**src/hdl/dram_consts.svh**
```systemverilog
// DRAM global controller constants
// address split, data word width, bank count and queue sizes
`ifndef DRAM_CONSTS_SVH
`define DRAM_CONSTS_SVH

// address fields
`define ROW_BITS 4
`define COL_BITS 3
`define BANK_BITS 2
`define NUM_BANKS 4

// data word
`define DATA_BITS 32

// queue depths
`define REQ_DEPTH 8
`define ORDER_DEPTH 32

`endif

```
**src/hdl/dram_pkg.sv**
```systemverilog
// DRAM global controller types
// opcode, address, command and scheduled entry formats
`include "dram_consts.svh"

package dram_pkg;

    typedef enum logic
    {
        OP_READ  = 1'b0,
        OP_WRITE = 1'b1
    } op_t;

    typedef logic [`BANK_BITS-1:0] bank_t;

    typedef struct packed
    {
        logic [`ROW_BITS-1:0] row;
        logic [`COL_BITS-1:0] col;
        bank_t                bank;
    } dram_addr_t;

    // request port, queues and bank command bus
    typedef struct packed
    {
        op_t        op;
        dram_addr_t addr;
    } dram_cmd_t;

    typedef logic [`DATA_BITS-1:0] dram_data_t;

    // unit of the scheduled stream
    typedef struct packed
    {
        dram_cmd_t  cmd;
        dram_data_t data;
    } sched_entry_t;

endpackage

```
**src/hdl/bank_dispatch.sv**
```systemverilog
// Bank dispatch
// scheduled queue in front of the banks; the head leaves when its
// bank is ready and is driven on the shared command bus one cycle
// later, popped reads are logged for in-order return
`include "dram_consts.svh"

module bank_dispatch
    import dram_pkg::*;
(
    input  logic                  i_clk,
    input  logic                  i_rst_n,
    input  logic                  i_sched_push,
    input  sched_entry_t          i_sched_entry,
    output logic                  o_sched_full,
    output logic                  o_sched_pop,
    input  logic [`NUM_BANKS-1:0] i_bank_ready,
    output logic [`NUM_BANKS-1:0] o_bank_cmd_valid,
    output dram_cmd_t             o_bank_cmd,
    output dram_data_t            o_bank_wdata,
    output logic                  o_order_push,
    output bank_t                 o_order_bank
);

    sched_entry_t          head;
    logic                  sched_empty;
    bank_t                 head_bank;
    logic [`NUM_BANKS-1:0] valid_next;

    sync_fifo #(
        .WIDTH($bits(sched_entry_t)),
        .DEPTH(`REQ_DEPTH)
    ) u_sched_fifo (
        .i_clk   (i_clk),
        .i_rst_n (i_rst_n),
        .i_push  (i_sched_push),
        .i_pop   (o_sched_pop),
        .i_data  (i_sched_entry),
        .o_data  (head),
        .o_empty (sched_empty),
        .o_full  (o_sched_full)
    );

    assign head_bank = head.cmd.addr.bank;

    // a stalled bank blocks everything behind its head entry
    assign o_sched_pop = !sched_empty && i_bank_ready[head_bank];

    always_comb
    begin
        for (int b = 0; b < `NUM_BANKS; b++)
        begin
            valid_next[b] = o_sched_pop && (head_bank == bank_t'(b));
        end
    end

    // read order log
    assign o_order_push = o_sched_pop && (head.cmd.op == OP_READ);
    assign o_order_bank = head_bank;

    ////////////////////
    // command bus
    ////////////////////
    always_ff @(posedge i_clk or negedge i_rst_n)
    begin
        if (!i_rst_n)
        begin
            o_bank_cmd_valid <= '0;
        end
        else
        begin
            o_bank_cmd_valid <= valid_next;
        end
    end

    always_ff @(posedge i_clk)
    begin
        if (o_sched_pop)
        begin
            o_bank_cmd   <= head.cmd;
            o_bank_wdata <= head.data;
        end
    end

endmodule

```
**src/hdl/global_controller.sv**
```systemverilog
// DRAM global controller
// one request port in front of four bank controllers, with read
// priority, RAW write flush and in-order read return
`include "dram_consts.svh"

module global_controller
    import dram_pkg::*;
(
    input  logic                  i_clk,
    input  logic                  i_rst_n,
    // request port
    input  logic                  i_cmd_valid,
    input  dram_cmd_t             i_cmd,
    input  dram_data_t            i_wdata,
    output logic                  o_ready,
    // bank command bus
    input  logic [`NUM_BANKS-1:0] i_bank_ready,
    output logic [`NUM_BANKS-1:0] o_bank_cmd_valid,
    output dram_cmd_t             o_bank_cmd,
    output dram_data_t            o_bank_wdata,
    // bank return
    input  logic [`NUM_BANKS-1:0] i_ret_valid,
    input  dram_data_t            i_ret_data [`NUM_BANKS],
    output logic [`NUM_BANKS-1:0] o_bank_ren,
    // read port
    output logic                  o_rd_valid,
    output dram_data_t            o_rd_data
);

    sched_entry_t wq_entry;
    sched_entry_t wq_head;
    sched_entry_t sched_entry;
    logic         wq_push;
    logic         wq_pop;
    logic         wq_empty;
    logic         wq_full;
    logic         flush;
    logic         sched_push;
    logic         sched_pop;
    logic         sched_full;
    logic         order_push;
    bank_t        order_bank;

    assign wq_entry = '{cmd: i_cmd, data: i_wdata};

    request_scheduler u_sched (
        .i_clk, .i_rst_n, .i_cmd_valid, .i_cmd, .i_wdata, .o_ready,
        .i_wq_head     (wq_head),
        .i_wq_empty    (wq_empty),
        .i_wq_full     (wq_full),
        .i_flush       (flush),
        .o_wq_push     (wq_push),
        .o_wq_pop      (wq_pop),
        .i_sched_full  (sched_full),
        .i_sched_pop   (sched_pop),
        .o_sched_push  (sched_push),
        .o_sched_entry (sched_entry)
    );

    // probe sees the request port command directly
    write_queue u_wq (
        .i_clk, .i_rst_n,
        .i_push      (wq_push),
        .i_pop       (wq_pop),
        .i_entry     (wq_entry),
        .i_probe_cmd (i_cmd),
        .o_head      (wq_head),
        .o_empty     (wq_empty),
        .o_full      (wq_full),
        .o_flush     (flush)
    );

    bank_dispatch u_dispatch (
        .i_clk, .i_rst_n, .i_bank_ready, .o_bank_cmd_valid, .o_bank_cmd, .o_bank_wdata,
        .i_sched_push  (sched_push),
        .i_sched_entry (sched_entry),
        .o_sched_full  (sched_full),
        .o_sched_pop   (sched_pop),
        .o_order_push  (order_push),
        .o_order_bank  (order_bank)
    );

    read_return u_return (
        .i_clk, .i_rst_n, .i_ret_valid, .i_ret_data, .o_bank_ren, .o_rd_valid, .o_rd_data,
        .i_order_push (order_push),
        .i_order_bank (order_bank)
    );

endmodule

```
**src/hdl/read_return.sv**
```systemverilog
// Read return
// enables the bank that holds the oldest outstanding read and
// registers its word onto the read data port
`include "dram_consts.svh"

module read_return
    import dram_pkg::*;
(
    input  logic                  i_clk,
    input  logic                  i_rst_n,
    input  logic                  i_order_push,
    input  bank_t                 i_order_bank,
    input  logic [`NUM_BANKS-1:0] i_ret_valid,
    input  dram_data_t            i_ret_data [`NUM_BANKS],
    output logic [`NUM_BANKS-1:0] o_bank_ren,
    output logic                  o_rd_valid,
    output dram_data_t            o_rd_data
);

    bank_t head_bank;
    logic  order_empty;
    logic  ret_hs;

    sync_fifo #(
        .WIDTH($bits(bank_t)),
        .DEPTH(`ORDER_DEPTH)
    ) u_order_fifo (
        .i_clk   (i_clk),
        .i_rst_n (i_rst_n),
        .i_push  (i_order_push),
        .i_pop   (ret_hs),
        .i_data  (i_order_bank),
        .o_data  (head_bank),
        .o_empty (order_empty),
        .o_full  ()
    );

    // one-hot enable for the head bank only
    always_comb
    begin
        for (int b = 0; b < `NUM_BANKS; b++)
        begin
            o_bank_ren[b] = !order_empty && (head_bank == bank_t'(b));
        end
    end

    assign ret_hs = |(i_ret_valid & o_bank_ren);

    always_ff @(posedge i_clk or negedge i_rst_n)
    begin
        if (!i_rst_n)
        begin
            o_rd_valid <= 1'b0;
        end
        else
        begin
            o_rd_valid <= ret_hs;
        end
    end

    always_ff @(posedge i_clk)
    begin
        if (ret_hs)
        begin
            o_rd_data <= i_ret_data[head_bank];
        end
    end

endmodule

```
**src/hdl/request_scheduler.sv**
```systemverilog
// Request scheduler
// accepts host requests into the read or write queue and picks
// the next entry for the scheduled stream, reads first unless a
// write flush is running
`include "dram_consts.svh"

module request_scheduler
    import dram_pkg::*;
(
    input  logic         i_clk,
    input  logic         i_rst_n,
    input  logic         i_cmd_valid,
    input  dram_cmd_t    i_cmd,
    input  dram_data_t   i_wdata,
    output logic         o_ready,
    input  sched_entry_t i_wq_head,
    input  logic         i_wq_empty,
    input  logic         i_wq_full,
    input  logic         i_flush,
    output logic         o_wq_push,
    output logic         o_wq_pop,
    input  logic         i_sched_full,
    input  logic         i_sched_pop,
    output logic         o_sched_push,
    output sched_entry_t o_sched_entry
);

    localparam int CNT_W = $clog2(`REQ_DEPTH + 1);

    sched_entry_t     req_entry;
    sched_entry_t     rq_head;
    logic             rq_push;
    logic             rq_pop;
    logic             rq_empty;
    logic             rq_full;
    logic [CNT_W-1:0] rq_count;
    logic             accept;
    logic             rd_acc_q;
    logic             hold_q;
    logic             hold_tail;
    logic             pick_write;

    ////////////////////
    // acceptance
    ////////////////////
    assign o_ready   = !rq_full && !i_wq_full && !i_flush;
    assign accept    = i_cmd_valid && o_ready;
    assign rq_push   = accept && (i_cmd.op == OP_READ);
    assign o_wq_push = accept && (i_cmd.op == OP_WRITE);
    assign req_entry = '{cmd: i_cmd, data: i_wdata};

    // reads keep the request word too, banks ignore it
    sync_fifo #(
        .WIDTH($bits(sched_entry_t)),
        .DEPTH(`REQ_DEPTH)
    ) u_read_fifo (
        .i_clk   (i_clk),
        .i_rst_n (i_rst_n),
        .i_push  (rq_push),
        .i_pop   (rq_pop),
        .i_data  (req_entry),
        .o_data  (rq_head),
        .o_empty (rq_empty),
        .o_full  (rq_full)
    );

    ////////////////////
    // selection
    ////////////////////
    // the read that caused the flush sits at the read queue tail;
    // older reads ahead of it still go before the queued writes
    assign hold_tail  = i_flush && (hold_q || rd_acc_q);
    assign pick_write = !i_wq_empty
                        && (rq_empty || (hold_tail && (rq_count == CNT_W'(1))));

    assign o_sched_push  = (!rq_empty || !i_wq_empty) && (!i_sched_full || i_sched_pop);
    assign o_wq_pop      = o_sched_push && pick_write;
    assign rq_pop        = o_sched_push && !pick_write;
    assign o_sched_entry = pick_write ? i_wq_head : rq_head;

    always_ff @(posedge i_clk or negedge i_rst_n)
    begin
        if (!i_rst_n)
        begin
            rq_count <= '0;
            rd_acc_q <= 1'b0;
            hold_q   <= 1'b0;
        end
        else
        begin
            rq_count <= rq_count + CNT_W'(rq_push) - CNT_W'(rq_pop);
            rd_acc_q <= rq_push;
            hold_q   <= hold_tail;
        end
    end

endmodule

```
**src/hdl/sync_fifo.sv**
```systemverilog
// Synchronous FIFO
// single-clock circular buffer with a fill count,
// head word shown on o_data before it is popped
module sync_fifo #(
    parameter int WIDTH = 8,
    parameter int DEPTH = 8
) (
    input  logic             i_clk,
    input  logic             i_rst_n,
    input  logic             i_push,
    input  logic             i_pop,
    input  logic [WIDTH-1:0] i_data,
    output logic [WIDTH-1:0] o_data,
    output logic             o_empty,
    output logic             o_full
);

    localparam int PTR_W = (DEPTH > 1) ? $clog2(DEPTH) : 1;
    localparam int CNT_W = $clog2(DEPTH + 1);

    logic [WIDTH-1:0] mem [DEPTH];
    logic [PTR_W-1:0] wr_ptr;
    logic [PTR_W-1:0] rd_ptr;
    logic [CNT_W-1:0] count;
    logic             do_push;
    logic             do_pop;

    assign o_empty = (count == '0);
    assign o_full  = (count == CNT_W'(DEPTH));
    assign o_data  = mem[rd_ptr];

    // full buffer still takes a push when the head leaves in the same cycle
    assign do_pop  = i_pop && !o_empty;
    assign do_push = i_push && (!o_full || do_pop);

    always_ff @(posedge i_clk or negedge i_rst_n)
    begin
        if (!i_rst_n)
        begin
            wr_ptr <= '0;
            rd_ptr <= '0;
            count  <= '0;
        end
        else
        begin
            if (do_push)
            begin
                wr_ptr <= (wr_ptr == PTR_W'(DEPTH - 1)) ? '0 : wr_ptr + 1'b1;
            end
            if (do_pop)
            begin
                rd_ptr <= (rd_ptr == PTR_W'(DEPTH - 1)) ? '0 : rd_ptr + 1'b1;
            end
            count <= count + CNT_W'(do_push) - CNT_W'(do_pop);
        end
    end

    always_ff @(posedge i_clk)
    begin
        if (do_push)
        begin
            mem[wr_ptr] <= i_data;
        end
    end

endmodule

```
**src/hdl/write_queue.sv**
```systemverilog
// Write queue
// holds write commands with their data, compares an incoming
// read against every queued write address and raises the flush
// level on a hit until the queue has drained
`include "dram_consts.svh"

module write_queue
    import dram_pkg::*;
(
    input  logic         i_clk,
    input  logic         i_rst_n,
    input  logic         i_push,
    input  logic         i_pop,
    input  sched_entry_t i_entry,
    input  dram_cmd_t    i_probe_cmd,
    output sched_entry_t o_head,
    output logic         o_empty,
    output logic         o_full,
    output logic         o_flush
);

    localparam int PTR_W = $clog2(`REQ_DEPTH);
    localparam int CNT_W = $clog2(`REQ_DEPTH + 1);

    sched_entry_t          slot [`REQ_DEPTH];
    logic [`REQ_DEPTH-1:0] slot_valid;
    logic [PTR_W-1:0]      wr_ptr;
    logic [PTR_W-1:0]      rd_ptr;
    logic [CNT_W-1:0]      count;
    logic [CNT_W-1:0]      count_next;
    logic                  do_push;
    logic                  do_pop;
    logic                  raw_hit;

    assign o_empty    = (count == '0);
    assign o_full     = (count == CNT_W'(`REQ_DEPTH));
    assign o_head     = slot[rd_ptr];
    assign do_push    = i_push && !o_full;
    assign do_pop     = i_pop && !o_empty;
    assign count_next = count + CNT_W'(do_push) - CNT_W'(do_pop);

    ////////////////////
    // RAW detection
    ////////////////////
    always_comb
    begin
        raw_hit = 1'b0;
        if (i_probe_cmd.op == OP_READ)
        begin
            for (int i = 0; i < `REQ_DEPTH; i++)
            begin
                if (slot_valid[i] && (slot[i].cmd.addr == i_probe_cmd.addr))
                begin
                    raw_hit = 1'b1;
                end
            end
        end
    end

    always_ff @(posedge i_clk or negedge i_rst_n)
    begin
        if (!i_rst_n)
        begin
            wr_ptr     <= '0;
            rd_ptr     <= '0;
            count      <= '0;
            slot_valid <= '0;
            o_flush    <= 1'b0;
        end
        else
        begin
            if (do_push)
            begin
                slot_valid[wr_ptr] <= 1'b1;
                wr_ptr <= (wr_ptr == PTR_W'(`REQ_DEPTH - 1)) ? '0 : wr_ptr + 1'b1;
            end
            if (do_pop)
            begin
                slot_valid[rd_ptr] <= 1'b0;
                rd_ptr <= (rd_ptr == PTR_W'(`REQ_DEPTH - 1)) ? '0 : rd_ptr + 1'b1;
            end
            count <= count_next;
            // flush ends once the last write has left
            if (count_next == '0)
            begin
                o_flush <= 1'b0;
            end
            else if (raw_hit)
            begin
                o_flush <= 1'b1;
            end
        end
    end

    always_ff @(posedge i_clk)
    begin
        if (do_push)
        begin
            slot[wr_ptr] <= i_entry;
        end
    end

endmodule

```
**config.mk**
```make
export PLATFORM = sky130hd
export DESIGN_NAME = global_controller
export DESIGN_NICKNAME = d
export VERILOG_FILES = /design/src/hdl/dram_pkg.sv /design/src/hdl/bank_dispatch.sv /design/src/hdl/global_controller.sv /design/src/hdl/read_return.sv /design/src/hdl/request_scheduler.sv /design/src/hdl/sync_fifo.sv /design/src/hdl/write_queue.sv
export VERILOG_INCLUDE_DIRS = /design/src /design/src/hdl
export SDC_FILE = /design/constraint.sdc
export NUM_CORES = 1
export LEC_CHECK = 0
export BUFFER_PORTS_ARGS = -buffer_cell sky130_fd_sc_hd__buf_2
export CAP_MARGIN = 15
export CORE_ASPECT_RATIO = 1.5
export CORE_MARGIN = 5
export CORE_UTILIZATION = 61
export CTS_CLUSTER_DIAMETER = 50
export DETAILED_ROUTE_END_ITERATION = 12
export MAX_ROUTING_LAYER = met4
export PLACE_DENSITY_LB_ADDON = 0.12
export SLEW_MARGIN = 20
export SYNTH_ARGS = -nofsm -noshare
export SYNTH_HDL_FRONTEND = slang
export SYNTH_SLANG_ARGS = --single-unit
```
**constraint.sdc**
```tcl
create_clock -name i_clk -period 8.1 [get_ports i_clk]
set_clock_uncertainty 0.2 [all_clocks]
set_input_delay 0.81 -clock i_clk [delete_from_list [all_inputs] [get_ports i_clk]]
set_output_delay 0.81 -clock i_clk [all_outputs]
set_load 0.01 [all_outputs]
```
# After elaboration in Yosys (flattened, before gate mapping)
# Memory sizes are Yosys's and may differ from the RTL's.
# Index checks and enable logic that the tools add are counted.
# Widths: inputs -> output; s select.
[op_classes]
n_addsub = 18
magnitude_cmp = 6
eq_ne = 27
mux = 39
bitwise_logic = 7
reduce_logical = 65
[ops]
columns = ["cell", "n"]
rows = [
  ["$eq 9x9->1", 8],
  ["$bmux 32 s2", 1],
  ["$mux 32", 2],
  ["$mux 42", 1],
  ["$logic_and 1x1->1", 39],
  ["$mux 1", 22],
  ["$add 3x1->3 const B", 6],
  ["$eq 3x3->1 const B", 6],
  ["$mux 3", 6],
  ["$add 4x1->4", 4],
  ["$logic_not 4->1", 4],
  ["$mux 8", 2],
  ["$sub 4x1->4", 4],
  ["$eq 4x4->1 const B", 3],
  ["$add 5x1->5 const B", 2],
  ["$eq 5x5->1 const B", 2],
  ["$logic_not 1->1", 10],
  ["$mux 5", 2],
  ["$and 8x8->8", 1],
  ["$eq 2x2->1 const B", 4],
  ["$lt 3x4->1 const B", 2],
  ["$not 8->8", 1],
  ["$or 8x8->8", 1],
  ["$logic_or 1x1->1", 7],
  ["17 further kinds", 22],
]
[word_totals]
regBits = 140
ramBits = 1072
input_bits = 181
n_memories = 4
[memory_table]
columns = ["memory", "words", "word_bits", "rd", "rd_ports_with_merged_regs", "wr", "line", "rtl"]
rows = [
  ["u_dispatch.u_sched_fifo.mem", 8, 42, 1, 0, 1, "sync_fifo.sv:21", "logic [WIDTH-1:0] mem [DEPTH];"],
  ["u_sched.u_read_fifo.mem", 8, 42, 1, 0, 1, "sync_fifo.sv:21", ""],
  ["u_wq.slot", 8, 42, 9, 0, 1, "write_queue.sv:25", "sched_entry_t slot [`REQ_DEPTH];"],
  ["u_return.u_order_fifo.mem", 32, 2, 1, 0, 1, "sync_fifo.sv:21", ""],
]

# Logic depth before layout (Yosys ltp)
# Gate-level depths: netlist of run 1.
[logic_depth]
depth_word = 13
depth_mapped = 20

# Cells and area by module
# A second synthesis of run 1 with hierarchy kept.
[hier_totals]
hier_cells = 2362
hier_area_um2 = 48323.8
[by_module_without_submodules]
columns = ["module", "instances", "cells_each", "area_each_um2", "seq_area_each_um2"]
rows = [
  ["write_queue", 1, 790, 13741.9, 10565.1],
  ["sync_fifo (u_dispatch.u_sched_fifo)", 1, 549, 13257.7, 10339.9],
  ["sync_fifo (u_sched.u_read_fifo)", 1, 548, 13251.5, 10339.9],
  ["sync_fifo (u_return.u_order_fifo)", 1, 258, 3712.3, 2322.2],
  ["read_return", 1, 79, 1861.8, 985.9],
  ["bank_dispatch", 1, 57, 1440.1, 1361.3],
  ["request_scheduler", 1, 81, 1058.5, 150.1],
]

# Worst setup path before layout of run 1
# OpenSTA, ideal clock, no wires.
[synth_timing]
path_type = "reg-to-reg"
start = "register u_wq.count[2]"
end = "memory u_sched.u_read_fifo.mem[2][0] (netlist bit) (enable)"
setup_ps = 561
t_arrival_ps = 6063
t_required_ps = 7339
path_slack_ps = 1276
stages_incl_launch_ff = 8
period_less_slack_ps = 6824
cell_sequence = "dfrtp_1 > inv_1 > ha_1 > a221oi_1 > nand2_1 > or2_2 > clkbuf_1 > nor4b_1"
[synth_rtl]
columns = ["item", "line", "rtl"]
rows = [
  ["start: declaration", "write_queue.sv:29", "logic [CNT_W-1:0] count;"],
  ["start signal: assignment", "write_queue.sv:82", "count <= count_next;"],
  ["$eq 4x4->1", "write_queue.sv:36", "assign o_full = (count == CNT_W'(`REQ_DEPTH));"],
  ["$logic_not 1->1", "request_scheduler.sv:46", "assign o_ready = !rq_full && !i_wq_full && !i_flush;"],
  ["$logic_and 1x1->1 (2 in series)", "request_scheduler.sv:46", ""],
  ["net o_ready", "global_controller.sv:15", "output logic o_ready,"],
  ["$logic_and 1x1->1", "request_scheduler.sv:47", "assign accept = i_cmd_valid && o_ready;"],
  ["$logic_and 1x1->1", "request_scheduler.sv:48", "assign rq_push = accept && (i_cmd.op == OP_READ);"],
  ["$logic_and 1x1->1", "sync_fifo.sv:34", "assign do_push = i_push && (!o_full || do_pop);"],
  ["$mux 1", "sync_fifo.sv:60", "if (do_push)"],
  ["$mux 1 (implied by the code)", "sync_fifo.sv:62", "mem[wr_ptr] <= i_data;"],
  ["end: declaration", "sync_fifo.sv:21", ""],
]
# The timed path passes the listed nets, and every way through them passes these cells.

# Final worst setup path of run 1
[layout_timing]
start = "register u_return.u_order_fifo.rd_ptr[2]"
end = "register u_return.u_order_fifo.count[4]"
[layout_between]
elab_chain_len = 10
[layout_rtl]
columns = ["item", "line", "rtl"]
rows = [
  ["start: declaration", "sync_fifo.sv:23", "logic [PTR_W-1:0] rd_ptr;"],
  ["start signal: assignment", "sync_fifo.sv:52", "rd_ptr <= (rd_ptr == PTR_W'(DEPTH - 1)) ? '0 : rd_ptr + 1'b1;"],
  ["$mem_v2 32x2 *", "-", ""],
  ["$eq 2x1->1, or another cell as far along", "read_return.sv:43", "o_bank_ren[b] = !order_empty && (head_bank == bank_t'(b));"],
  ["$logic_and 1x1->1", "read_return.sv:43", ""],
  ["$and 4x4->4 *", "read_return.sv:47", "assign ret_hs = |(i_ret_valid & o_bank_ren);"],
  ["$reduce_or 4->1 *", "read_return.sv:47", ""],
  ["net u_return.ret_hs", "read_return.sv:22", "logic ret_hs;"],
  ["$logic_and 1x1->1 *", "sync_fifo.sv:33", "assign do_pop = i_pop && !o_empty;"],
  ["$logic_or 1x1->1", "sync_fifo.sv:34", ""],
  ["$logic_and 1x1->1", "sync_fifo.sv:34", ""],
  ["$add 6x1->6", "sync_fifo.sv:54", "count <= count + CNT_W'(do_push) - CNT_W'(do_pop);"],
  ["$sub 6x1->6 *", "sync_fifo.sv:54", ""],
  ["end signal: assignment", "sync_fifo.sv:54", ""],
  ["end: declaration", "sync_fifo.sv:24", "logic [CNT_W-1:0] count;"],
]
# The timed path passes the listed nets; every way through them passes the cells marked *.
# A chain may end at the register's enable or synchronous reset.

==> results of run 1 <==
==> how the worst max path moves through the flow <==
stage	startpoint	slack, ns	endpoint	depth (start not counted)
after detailed placement	u_return.u_order_fifo.rd_ptr[2]	2.47	u_return.u_order_fifo.count[4]	17
final	u_return.u_order_fifo.rd_ptr[2]	2.50	u_return.u_order_fifo.count[4]	17
after floorplan	u_wq.count[2]	1.28	u_sched.u_read_fifo.mem[2][0]	7
after global placement	u_return.u_order_fifo.rd_ptr[2]	2.63	u_return.u_order_fifo.count[4]	17
after CTS	u_return.u_order_fifo.rd_ptr[2]	2.46	u_return.u_order_fifo.count[4]	17
after global routing	u_return.u_order_fifo.rd_ptr[2]	2.07	u_return.u_order_fifo.count[4]	17
==> power breakdown <==
group	internal (mW)	leakage (nW)	switching, mW
combinational	2.72	5.33	4.18
clock	2.86	1.69	2.16
sequential	9.13	11.2	0.682
total	14.7	18.3	7.03
==> cell type report <==
cell class	instances	area, sq um
fillers	4896	24300
multi-input cells	1132	11270
clock buffers	142	2893
inverters	54	202.7
well taps	1024	1281
repair buffers	314	1703
clock inverters	60	601.8
diodes	8	20.02
flip-flops and latches	1212	36080
==> kinds of logic (layout without fill, tap and decap cells) <==
| logic type | after synthesis | count (layout) | share of synthesized area [%] |
|---|---|---|---|
| other | 0 | 8 | 0 |
| buffers and inverters | 184 | 570 | 1.565 |
| adders and majority gates | 55 | 55 | 1.515 |
| AOI/OAI and AO/OA | 308 | 308 | 4.410 |
| DFF | 1212 | 1212 | 75.30 |
| muxes | 353 | 353 | 12.27 |
| and+or+nand+nor | 332 | 332 | 3.399 |
| xor gates and xnor gates | 84 | 84 | 1.536 |
==> layout by cell type (no fill, tap or decap), drive strengths merged, types with 4 or more instances in the layout <==
cell type	count
nand2b	8
bufinv	11
clkbuf	142
diode	8
mux2i	91
nor3b	10
nor4	17
dfrtp	66
nor2	100
mux4	178
clkinv	44
nand4	51
a21o	9
buf	314
and3	6
clkinvlp	4
xor2	62
o21ai	56
fa	5
nor3	22
inv	55
or2	6
ha	50
nand2	79
a22oi	169
mux2	84
xnor2	22
edfxtp	1146
nand3	16
a21oi	50
==> worst max-delay path, cell delays in order (launching register included) <==
cell	delay, ns
dfrtp_1	1.05
mux4_2	0.43
mux2i_1	0.20
o22a_1	0.23
nand3_4	0.73
a211oi_2	0.59
or3_1	0.42
inv_1	0.08
buf_4	0.27
o21bai_1	0.21
ha_1	0.20
inv_1	0.07
fa_1	0.43
inv_1	0.07
a21oi_1	0.07
nor2_1	0.08
nor2_1	0.05
xnor2_1	0.11
==> metrics by stage <==
stage / std cells / cell area, sq um
6_report: 3946 / 54060
3_5_place_dp: 3736 / 50540
3_3_place_gp: 3736 / 50540
2_1_floorplan: 2528 / 47890
4_1_cts: 3938 / 54030
5_1_grt: 3944 / 54050
==> state kept, by name, summed over array words and instances (netlist names), 4 cells and up <==
signal / cells
u_wq.count: 4
u_wq.slot: 336
u_sched.u_read_fifo.count: 4
u_dispatch.u_sched_fifo.count: 4
u_return.u_order_fifo.rd_ptr: 5
u_return.o_rd_data: 32
u_dispatch.o_bank_wdata: 32
u_sched.rq_count: 4
u_return.u_order_fifo.wr_ptr: 5
u_dispatch.u_sched_fifo.mem: 336
u_sched.u_read_fifo.mem: 336
u_return.u_order_fifo.count: 6
u_dispatch.o_bank_cmd_valid: 4
u_dispatch.o_bank_cmd: 10
u_return.u_order_fifo.mem: 64
u_wq.slot_valid: 8
==> layer usage <==
layer / vias up / global-route usage [%]
met5: - / -
met4: 0 / 7.832
met3: 186 / 3.578
met2: 1030 / 44.77
met1: 12760 / 31.16
li1: 10770 / -
==> insert_results.sql, run 1 <==
INSERT INTO impl_metrics (metric_group, metric, value, unit) VALUES
('worst_setup_path', 'path_max_fanout', '70', ''),
('final_layout', 'layout-drive-gt1-share', '26.80', '%'),
('detailed_routing', 'routed_via_density', '6.272', ''),
('detailed_routing', 'post_drt_wl_per_cell', '26.65', 'um'),
('detailed_routing', 'drt.antenna.violating_nets', '0', ''),
('detailed_routing', 'via_count', '24750', ''),
('sta', 'final-hold-violation-count', '0', ''),
('worst_hold_path', 'worstHoldPathType', 'in -> async', ''),
('worst_setup_path', 'r2r_cell_count', '17', ''),
('clocking', 'cts_buffer_depth', '3', ''),
('clocking', 'ctsHoldBuffers', '0', ''),
('synth', 'synth-edff-count', '1146', ''),
('clocking', 'post_cts.repair.setup_buffers', '0', ''),
('synth', 'synth_async_sr_flop_share', '5.446', '%'),
('synth', 'mappedNetlistNets', '2764', ''),
('sta', 'rsz0062_at_grt', 'false', ''),
('synth', 'yosys_cell_types', '61', ''),
('worst_setup_path', 'worst_r2r_startpoint', 'u_return.u_order_fifo.rd_ptr[2]', ''),
('floorplan', 'num_rows', '126', ''),
('sta', 'fin_hold_ws', '0.07038', 'ns'),
('clocking', 'cts-resized-gates', '0', ''),
('detailed_routing', 'wl_met3', '7256', 'um'),
('floorplan', 'die_boundary_height', '353.2', 'um'),
('floorplan', 'die_x_extent', '238.8', 'um'),
('worst_setup_path', 'critical_path_required', '8.47', 'ns'),
('detailed_routing', 'm1WireLength', '38280', 'um'),
('global_routing', 'antenna_found_initial', '7', ''),
('synth', 'synth-main-ff-cell', 'edfxtp_1', ''),
('worst_setup_path', 'worstSetupPathType', 'reg -> reg', ''),
('global_routing', 'grt_pass1_vias', '26040', ''),
('job', 'maxCapViolations', '0', ''),
('global_routing', 'groute.usage.overall', '25.57', '%'),
('detailed_routing', 'drt_pass1_iterations', '5', ''),
('place', 'gp_routability_congestion', '0.8572', ''),
('place', 'port_buffers', '264', ''),
('power', 'max-vdd-ir-drop', '242.9', 'uV'),
('place', 'total_half_perimeter_wirelength_after_legalization_and_detailed_placement', '61210', 'um'),
('sta', 'clock.fmax', '178.5', 'MHz'),
('synth', 'synth_common_cells', '1146 x edfxtp_1, 178 x mux4_2, 169 x a22oi_1, 99 x nor2_1, 93 x clkbuf_1', ''),
('detailed_routing', 'top_layer_used', 'met4', ''),
('power', 'power_density', '402.3', 'mW/mm^2'),
('synth', 'postSynthCellCount', '2528', ''),
('synth', 'yosysSeqAreaShare', '75.30', '%'),
('synth', 'syn_avg_cell_area', '18.94', 'sq um'),
('clocking', 'cts-root-buf', 'clkbuf_16', ''),
('floorplan', 'initial_core_util', '61.12', '%'),
('sta', 'final_min_period_over_clock_period', '69.15', '%'),
('worst_setup_path', 'regToRegEndpoint', 'u_return.u_order_fifo.count[4]', ''),
('final_layout', 'area_growth_syn_to_layout', '12.87', '%'),
('status', 'status', 'finished, final reports clean', ''),
('detailed_routing', 'drc', '0', ''),
('global_routing', 'global_route_wire_length_before_repair', '157800', 'um'),
('power', 'leakagePower', '18.25', 'nW'),
('synth', 'post-synth-top-area-fraction', '71.86', '%'),
('detailed_routing', 'met2RoutedLength', '56580', 'um'),
('sta', 'layout_setup_ws', '2.499', 'ns'),
('sta', 'worst_pin_slew', '1.155', 'ns'),
('synth', 'syn-cell-area', '0.04789', 'sq mm'),
('power', 'power.total', '21.75', 'mW'),
('final_layout', 'final_net_count', '3058', ''),
('final_layout', 'fin_util', '68.99', '%'),
('clocking', 'clk_transition_reported_paths', '0.06', 'ns'),
('sta', 'slew_headroom', '22.21', '%'),
('synth', 'synth.yosys.warnings', '0', ''),
('sta', 'period_needed', '5.601', 'ns'),
('clocking', 'cts.htree.levels', '3', ''),
('sta', 'setup-violations-final', '0', ''),
('synth', 'ys_seq_elements', '1212', ''),
('worst_setup_path', 'ff2ff_setup_slack', '2.50', 'ns'),
('global_routing', 'grt.overflow.total', '0', ''),
('floorplan', 'num_io_pins', '265', '');
No activity file was read; power rests on OpenSTA's default activity.
==> run 2, diff against run 1 <==
==> constraint.sdc (replaced) <==
create_clock -name i_clk -period 5.73 [get_ports i_clk]
set_clock_uncertainty 0.2 [all_clocks]
set_input_delay 0.573 -clock i_clk [delete_from_list [all_inputs] [get_ports i_clk]]
set_output_delay 0.573 -clock i_clk [all_outputs]
set_load 0.01 [all_outputs]
==> run 2 against run 1 <==
Compared with the run above:
- clock power rose by 48%
- clock-buffer cell count fell by 8
- non-clock buffer count rose by 9
- maximum frequency rose by 15%
- die area did not move
- utilization rose by 0.43 points
- final cell count rose by 0.25%
- combinational power rose by 44%
- setup slack got worse by 1.7 ns
- first-iteration DRC count rose by 3.1%
- critical endpoint is now u_wq.o_flush
- largest power group unchanged
==> insert_results.sql, run 2 (synthesis gave the netlist of run 1 again) <==
INSERT INTO impl_metrics (metric_group, metric, value, unit) VALUES
('sta', 'rsz0062_at_grt', 'false', ''),
('detailed_routing', 'drc', '0', ''),
('global_routing', 'groute.usage.overall', '26.21', '%'),
('clocking', 'cts_buffer_depth', '3', ''),
('global_routing', 'antenna_found_initial', '9', ''),
('global_routing', 'grtUsageMet2', '45.97', '%'),
('detailed_routing', 'post_drt_wl_per_cell', '27.17', 'um'),
('place', 'post-place-cells', '3744', ''),
('final_layout', 'fillCellCount', '4918', ''),
('worst_hold_path', 'min_delay_path_depth', '1', ''),
('sta', 'clock.fmax', '204.6', 'MHz'),
('worst_setup_path', 'ff2ff_setup_slack', '0.84', 'ns'),
('place', 'place_ws', '0.7553', 'ns'),
('sta', 'timing.final.max_slew_violations', '0', ''),
('final_layout', 'mostFrequentLayoutCell', 'edfxtp_1', ''),
('floorplan', 'num_io_pins', '265', ''),
('clocking', 'cts.sink_count', '1212', ''),
('detailed_routing', 'drt.antenna.violating_nets', '0', ''),
('final_layout', 'reg_top3', 'u_dispatch.u_sched_fifo.mem: 336 flops, u_sched.u_read_fifo.mem: 336 flops, u_wq.slot: 336 flops', ''),
('clocking', 'tritoncts.num_buffers', '108', ''),
('worst_setup_path', 'worst_r2r_startpoint', 'u_dispatch.u_sched_fifo.rd_ptr[0]', ''),
('detailed_routing', 'routed_via_density', '6.288', ''),
('worst_hold_path', 'worst_hold_startpoint', 'i_wdata[9]', ''),
('status', 'status', 'finished, final reports clean', ''),
('clocking', 'clock_tree_from_tritoncts', 'done', ''),
('sta', 'final-hold-violation-count', '0', ''),
('detailed_routing', 'drt_pass1_iterations', '5', ''),
('clocking', 'cts.htree.levels', '3', ''),
('floorplan', 'fp.dieArea', '0.08433', 'sq mm'),
('worst_setup_path', 'worstSetupPathType', 'reg -> reg', ''),
('worst_setup_path', 'regToRegEndpoint', 'u_wq.o_flush', ''),
('worst_hold_path', 'worstHoldPathType', 'in -> reg', ''),
('global_routing', 'global_route_wire_length_before_repair', '161100', 'um'),
('floorplan', 'die_x_extent', '238.8', 'um'),
('final_layout', 'area_growth_syn_to_layout', '13.57', '%'),
('clocking', 'post_cts.repair.setup_buffers', '0', ''),
('place', 'total_half_perimeter_wirelength_after_legalization_and_detailed_placement', '63010', 'um'),
('floorplan', 'num_rows', '126', ''),
('global_routing', 'grt_pass1_vias', '26360', ''),
('place', 'port_buffers', '264', ''),
('final_layout', 'layout.cells.most_common_list', '1146 x edfxtp_1, 263 x buf_2, 178 x mux4_2', ''),
('clocking', 'cts-root-buf', 'clkbuf_16', ''),
('floorplan', 'coreArea', '0.07835', 'sq mm'),
('clocking', 'clk_transition_reported_paths', '0.06', 'ns'),
('detailed_routing', 'via_count', '24880', ''),
('clocking', 'insertion_delay', '0.67', 'ns'),
('sta', 'period_needed', '4.888', 'ns'),
('floorplan', 'die_boundary_height', '353.2', 'um'),
('power', 'leakagePower', '18.41', 'nW'),
('power', 'power.total', '31.21', 'mW'),
('sta', 'fin_hold_ws', '0.07187', 'ns'),
('worst_setup_path', 'critical_path_required', '6.08', 'ns'),
('global_routing', 'use_met3', '3.336', '%'),
('global_routing', 'grt.overflow.total', '0', ''),
('global_routing', 'groute.layer.met1.usage', '31.38', '%'),
('job', 'maxCapViolations', '0', ''),
('detailed_routing', 'routed_wl', '107500', 'um'),
('sta', 'layout_setup_ws', '0.8418', 'ns'),
('worst_setup_path', 'startpoint_type', 'register', ''),
('sta', 'slew_headroom', '22.10', '%'),
('worst_hold_path', 'hold_path_end', 'u_wq.slot[6][9]', ''),
('detailed_routing', 'dr.first_iter.drc_count', '2223', ''),
('power', 'max-vdd-ir-drop', '417.2', 'uV'),
('worst_setup_path', 'r2r_cell_count', '15', ''),
('final_layout', 'fin_util', '69.42', '%'),
('worst_setup_path', 'path_max_fanout', '14', ''),
('sta', 'setup-violations-final', '0', ''),
('worst_setup_path', 'crit_arrival', '5.23', 'ns'),
('sta', 'final_min_period_over_clock_period', '85.31', '%'),
('global_routing', 'top_usage_layer', 'met2', ''),
('place', 'gp_routability_congestion', '0.9228', ''),
('final_layout', 'instances_no_fill', '3956', ''),
('floorplan', 'initial_core_util', '61.12', '%'),
('sta', 'worst_pin_slew', '1.156', 'ns'),
('power', 'power_density', '573.8', 'mW/mm^2'),
('worst_setup_path', 'crit_end_element', 'register', ''),
('final_layout', 'final_net_count', '3067', ''),
('final_layout', 'layout-drive-gt1-share', '27.53', '%'),
('global_routing', 'grt_max_degree', '69', '');
[run 2: cell count changes in the layout (fill, tap and decap cells not counted), moves of 3 or more]
cell | before | now
buf_12 | 0 | 3
bufinv_16 | 11 | 16
o21ai_1 | 18 | 21
clkinv_1 | 26 | 23
o21ai_0 | 37 | 34
clkinv_2 | 14 | 17
buf_4 | 50 | 55
clkbuf_1 | 30 | 19
clkinvlp_4 | 4 | 8
[run 2: area by class of cell]
| cell class | count | area (sq um) | share of cell area, % |
|---|---|---|---|
| inverters | 54 | 202.7 | 0.3726 |
| multi-input cells | 1132 | 11320 | 20.81 |
| flip-flops and latches | 1212 | 36080 | 66.34 |
| diodes | 8 | 20.02 | 0.03680 |
| repair buffers | 323 | 1810 | 3.329 |
| well taps | 1024 | 1281 | 2.355 |
| clock buffers | 134 | 2904 | 5.339 |
| clock inverters | 69 | 770.7 | 1.417 |
[run 2: worst max-delay path by stage]
stage,to,from,slack (ns)
finish,u_wq.o_flush,u_dispatch.u_sched_fifo.rd_ptr[0],0.84
global route,u_wq.o_flush,u_dispatch.u_sched_fifo.rd_ptr[0],0.37
CTS,u_wq.o_flush,u_dispatch.u_sched_fifo.rd_ptr[0],0.76
detailed placement,u_wq.o_flush,u_dispatch.u_sched_fifo.rd_ptr[0],0.76
global placement,u_wq.o_flush,u_dispatch.u_sched_fifo.rd_ptr[0],0.82
floorplan,u_dispatch.u_sched_fifo.mem[4][0],u_dispatch.u_sched_fifo.rd_ptr[1],-0.49
[run 2: power breakdown]
part	switching, mW	leakage (nW)	internal [mW]	total (mW)
Clock	3.11	1.78	4.32	7.43
Combinational	6.01	5.40	3.92	9.94
Sequential	0.943	11.2	12.9	13.8
Total	10.1	18.4	21.1	31.2
[run 2: worst max-delay path: stages, from the launching register on]
cell     delay, ns
dfrtp_4       0.60
mux4_2        0.54
mux2_2        0.34
mux4_2        0.38
nand2_2       0.14
nand3_1       0.15
o21ai_2       0.15
nor2_1        0.74
ha_1          0.37
inv_1         0.05
ha_1          0.15
inv_1         0.06
fa_1          0.51
inv_1         0.06
nor4_1        0.26
nor2_1        0.07
[run 2: metrics by stage]
step | instance area (sq um) | TNS (ns)
floorplan | 47930 | -64.93
global placement | 50680 | 0
detailed placement | 50680 | 0
CTS | 54370 | 0
global route | 54390 | 0
finish | 54390 | 0
[run 2: what timing repair did]
action / 4_1_cts / 5_1_grt
resized for setup: 0 / 0
endpoints found under the hold margin: 66 / 0
hold buffers: 1 / 0
[run 2: metal layers]
layer	share of wire, %	routed length, um	vias to the layer above
met1	36	39130	12790
li1	-	-	10810
met5	0	0	-
met3	6.4	6905	244
met4	3.4	3659	0
met2	54	57800	1033
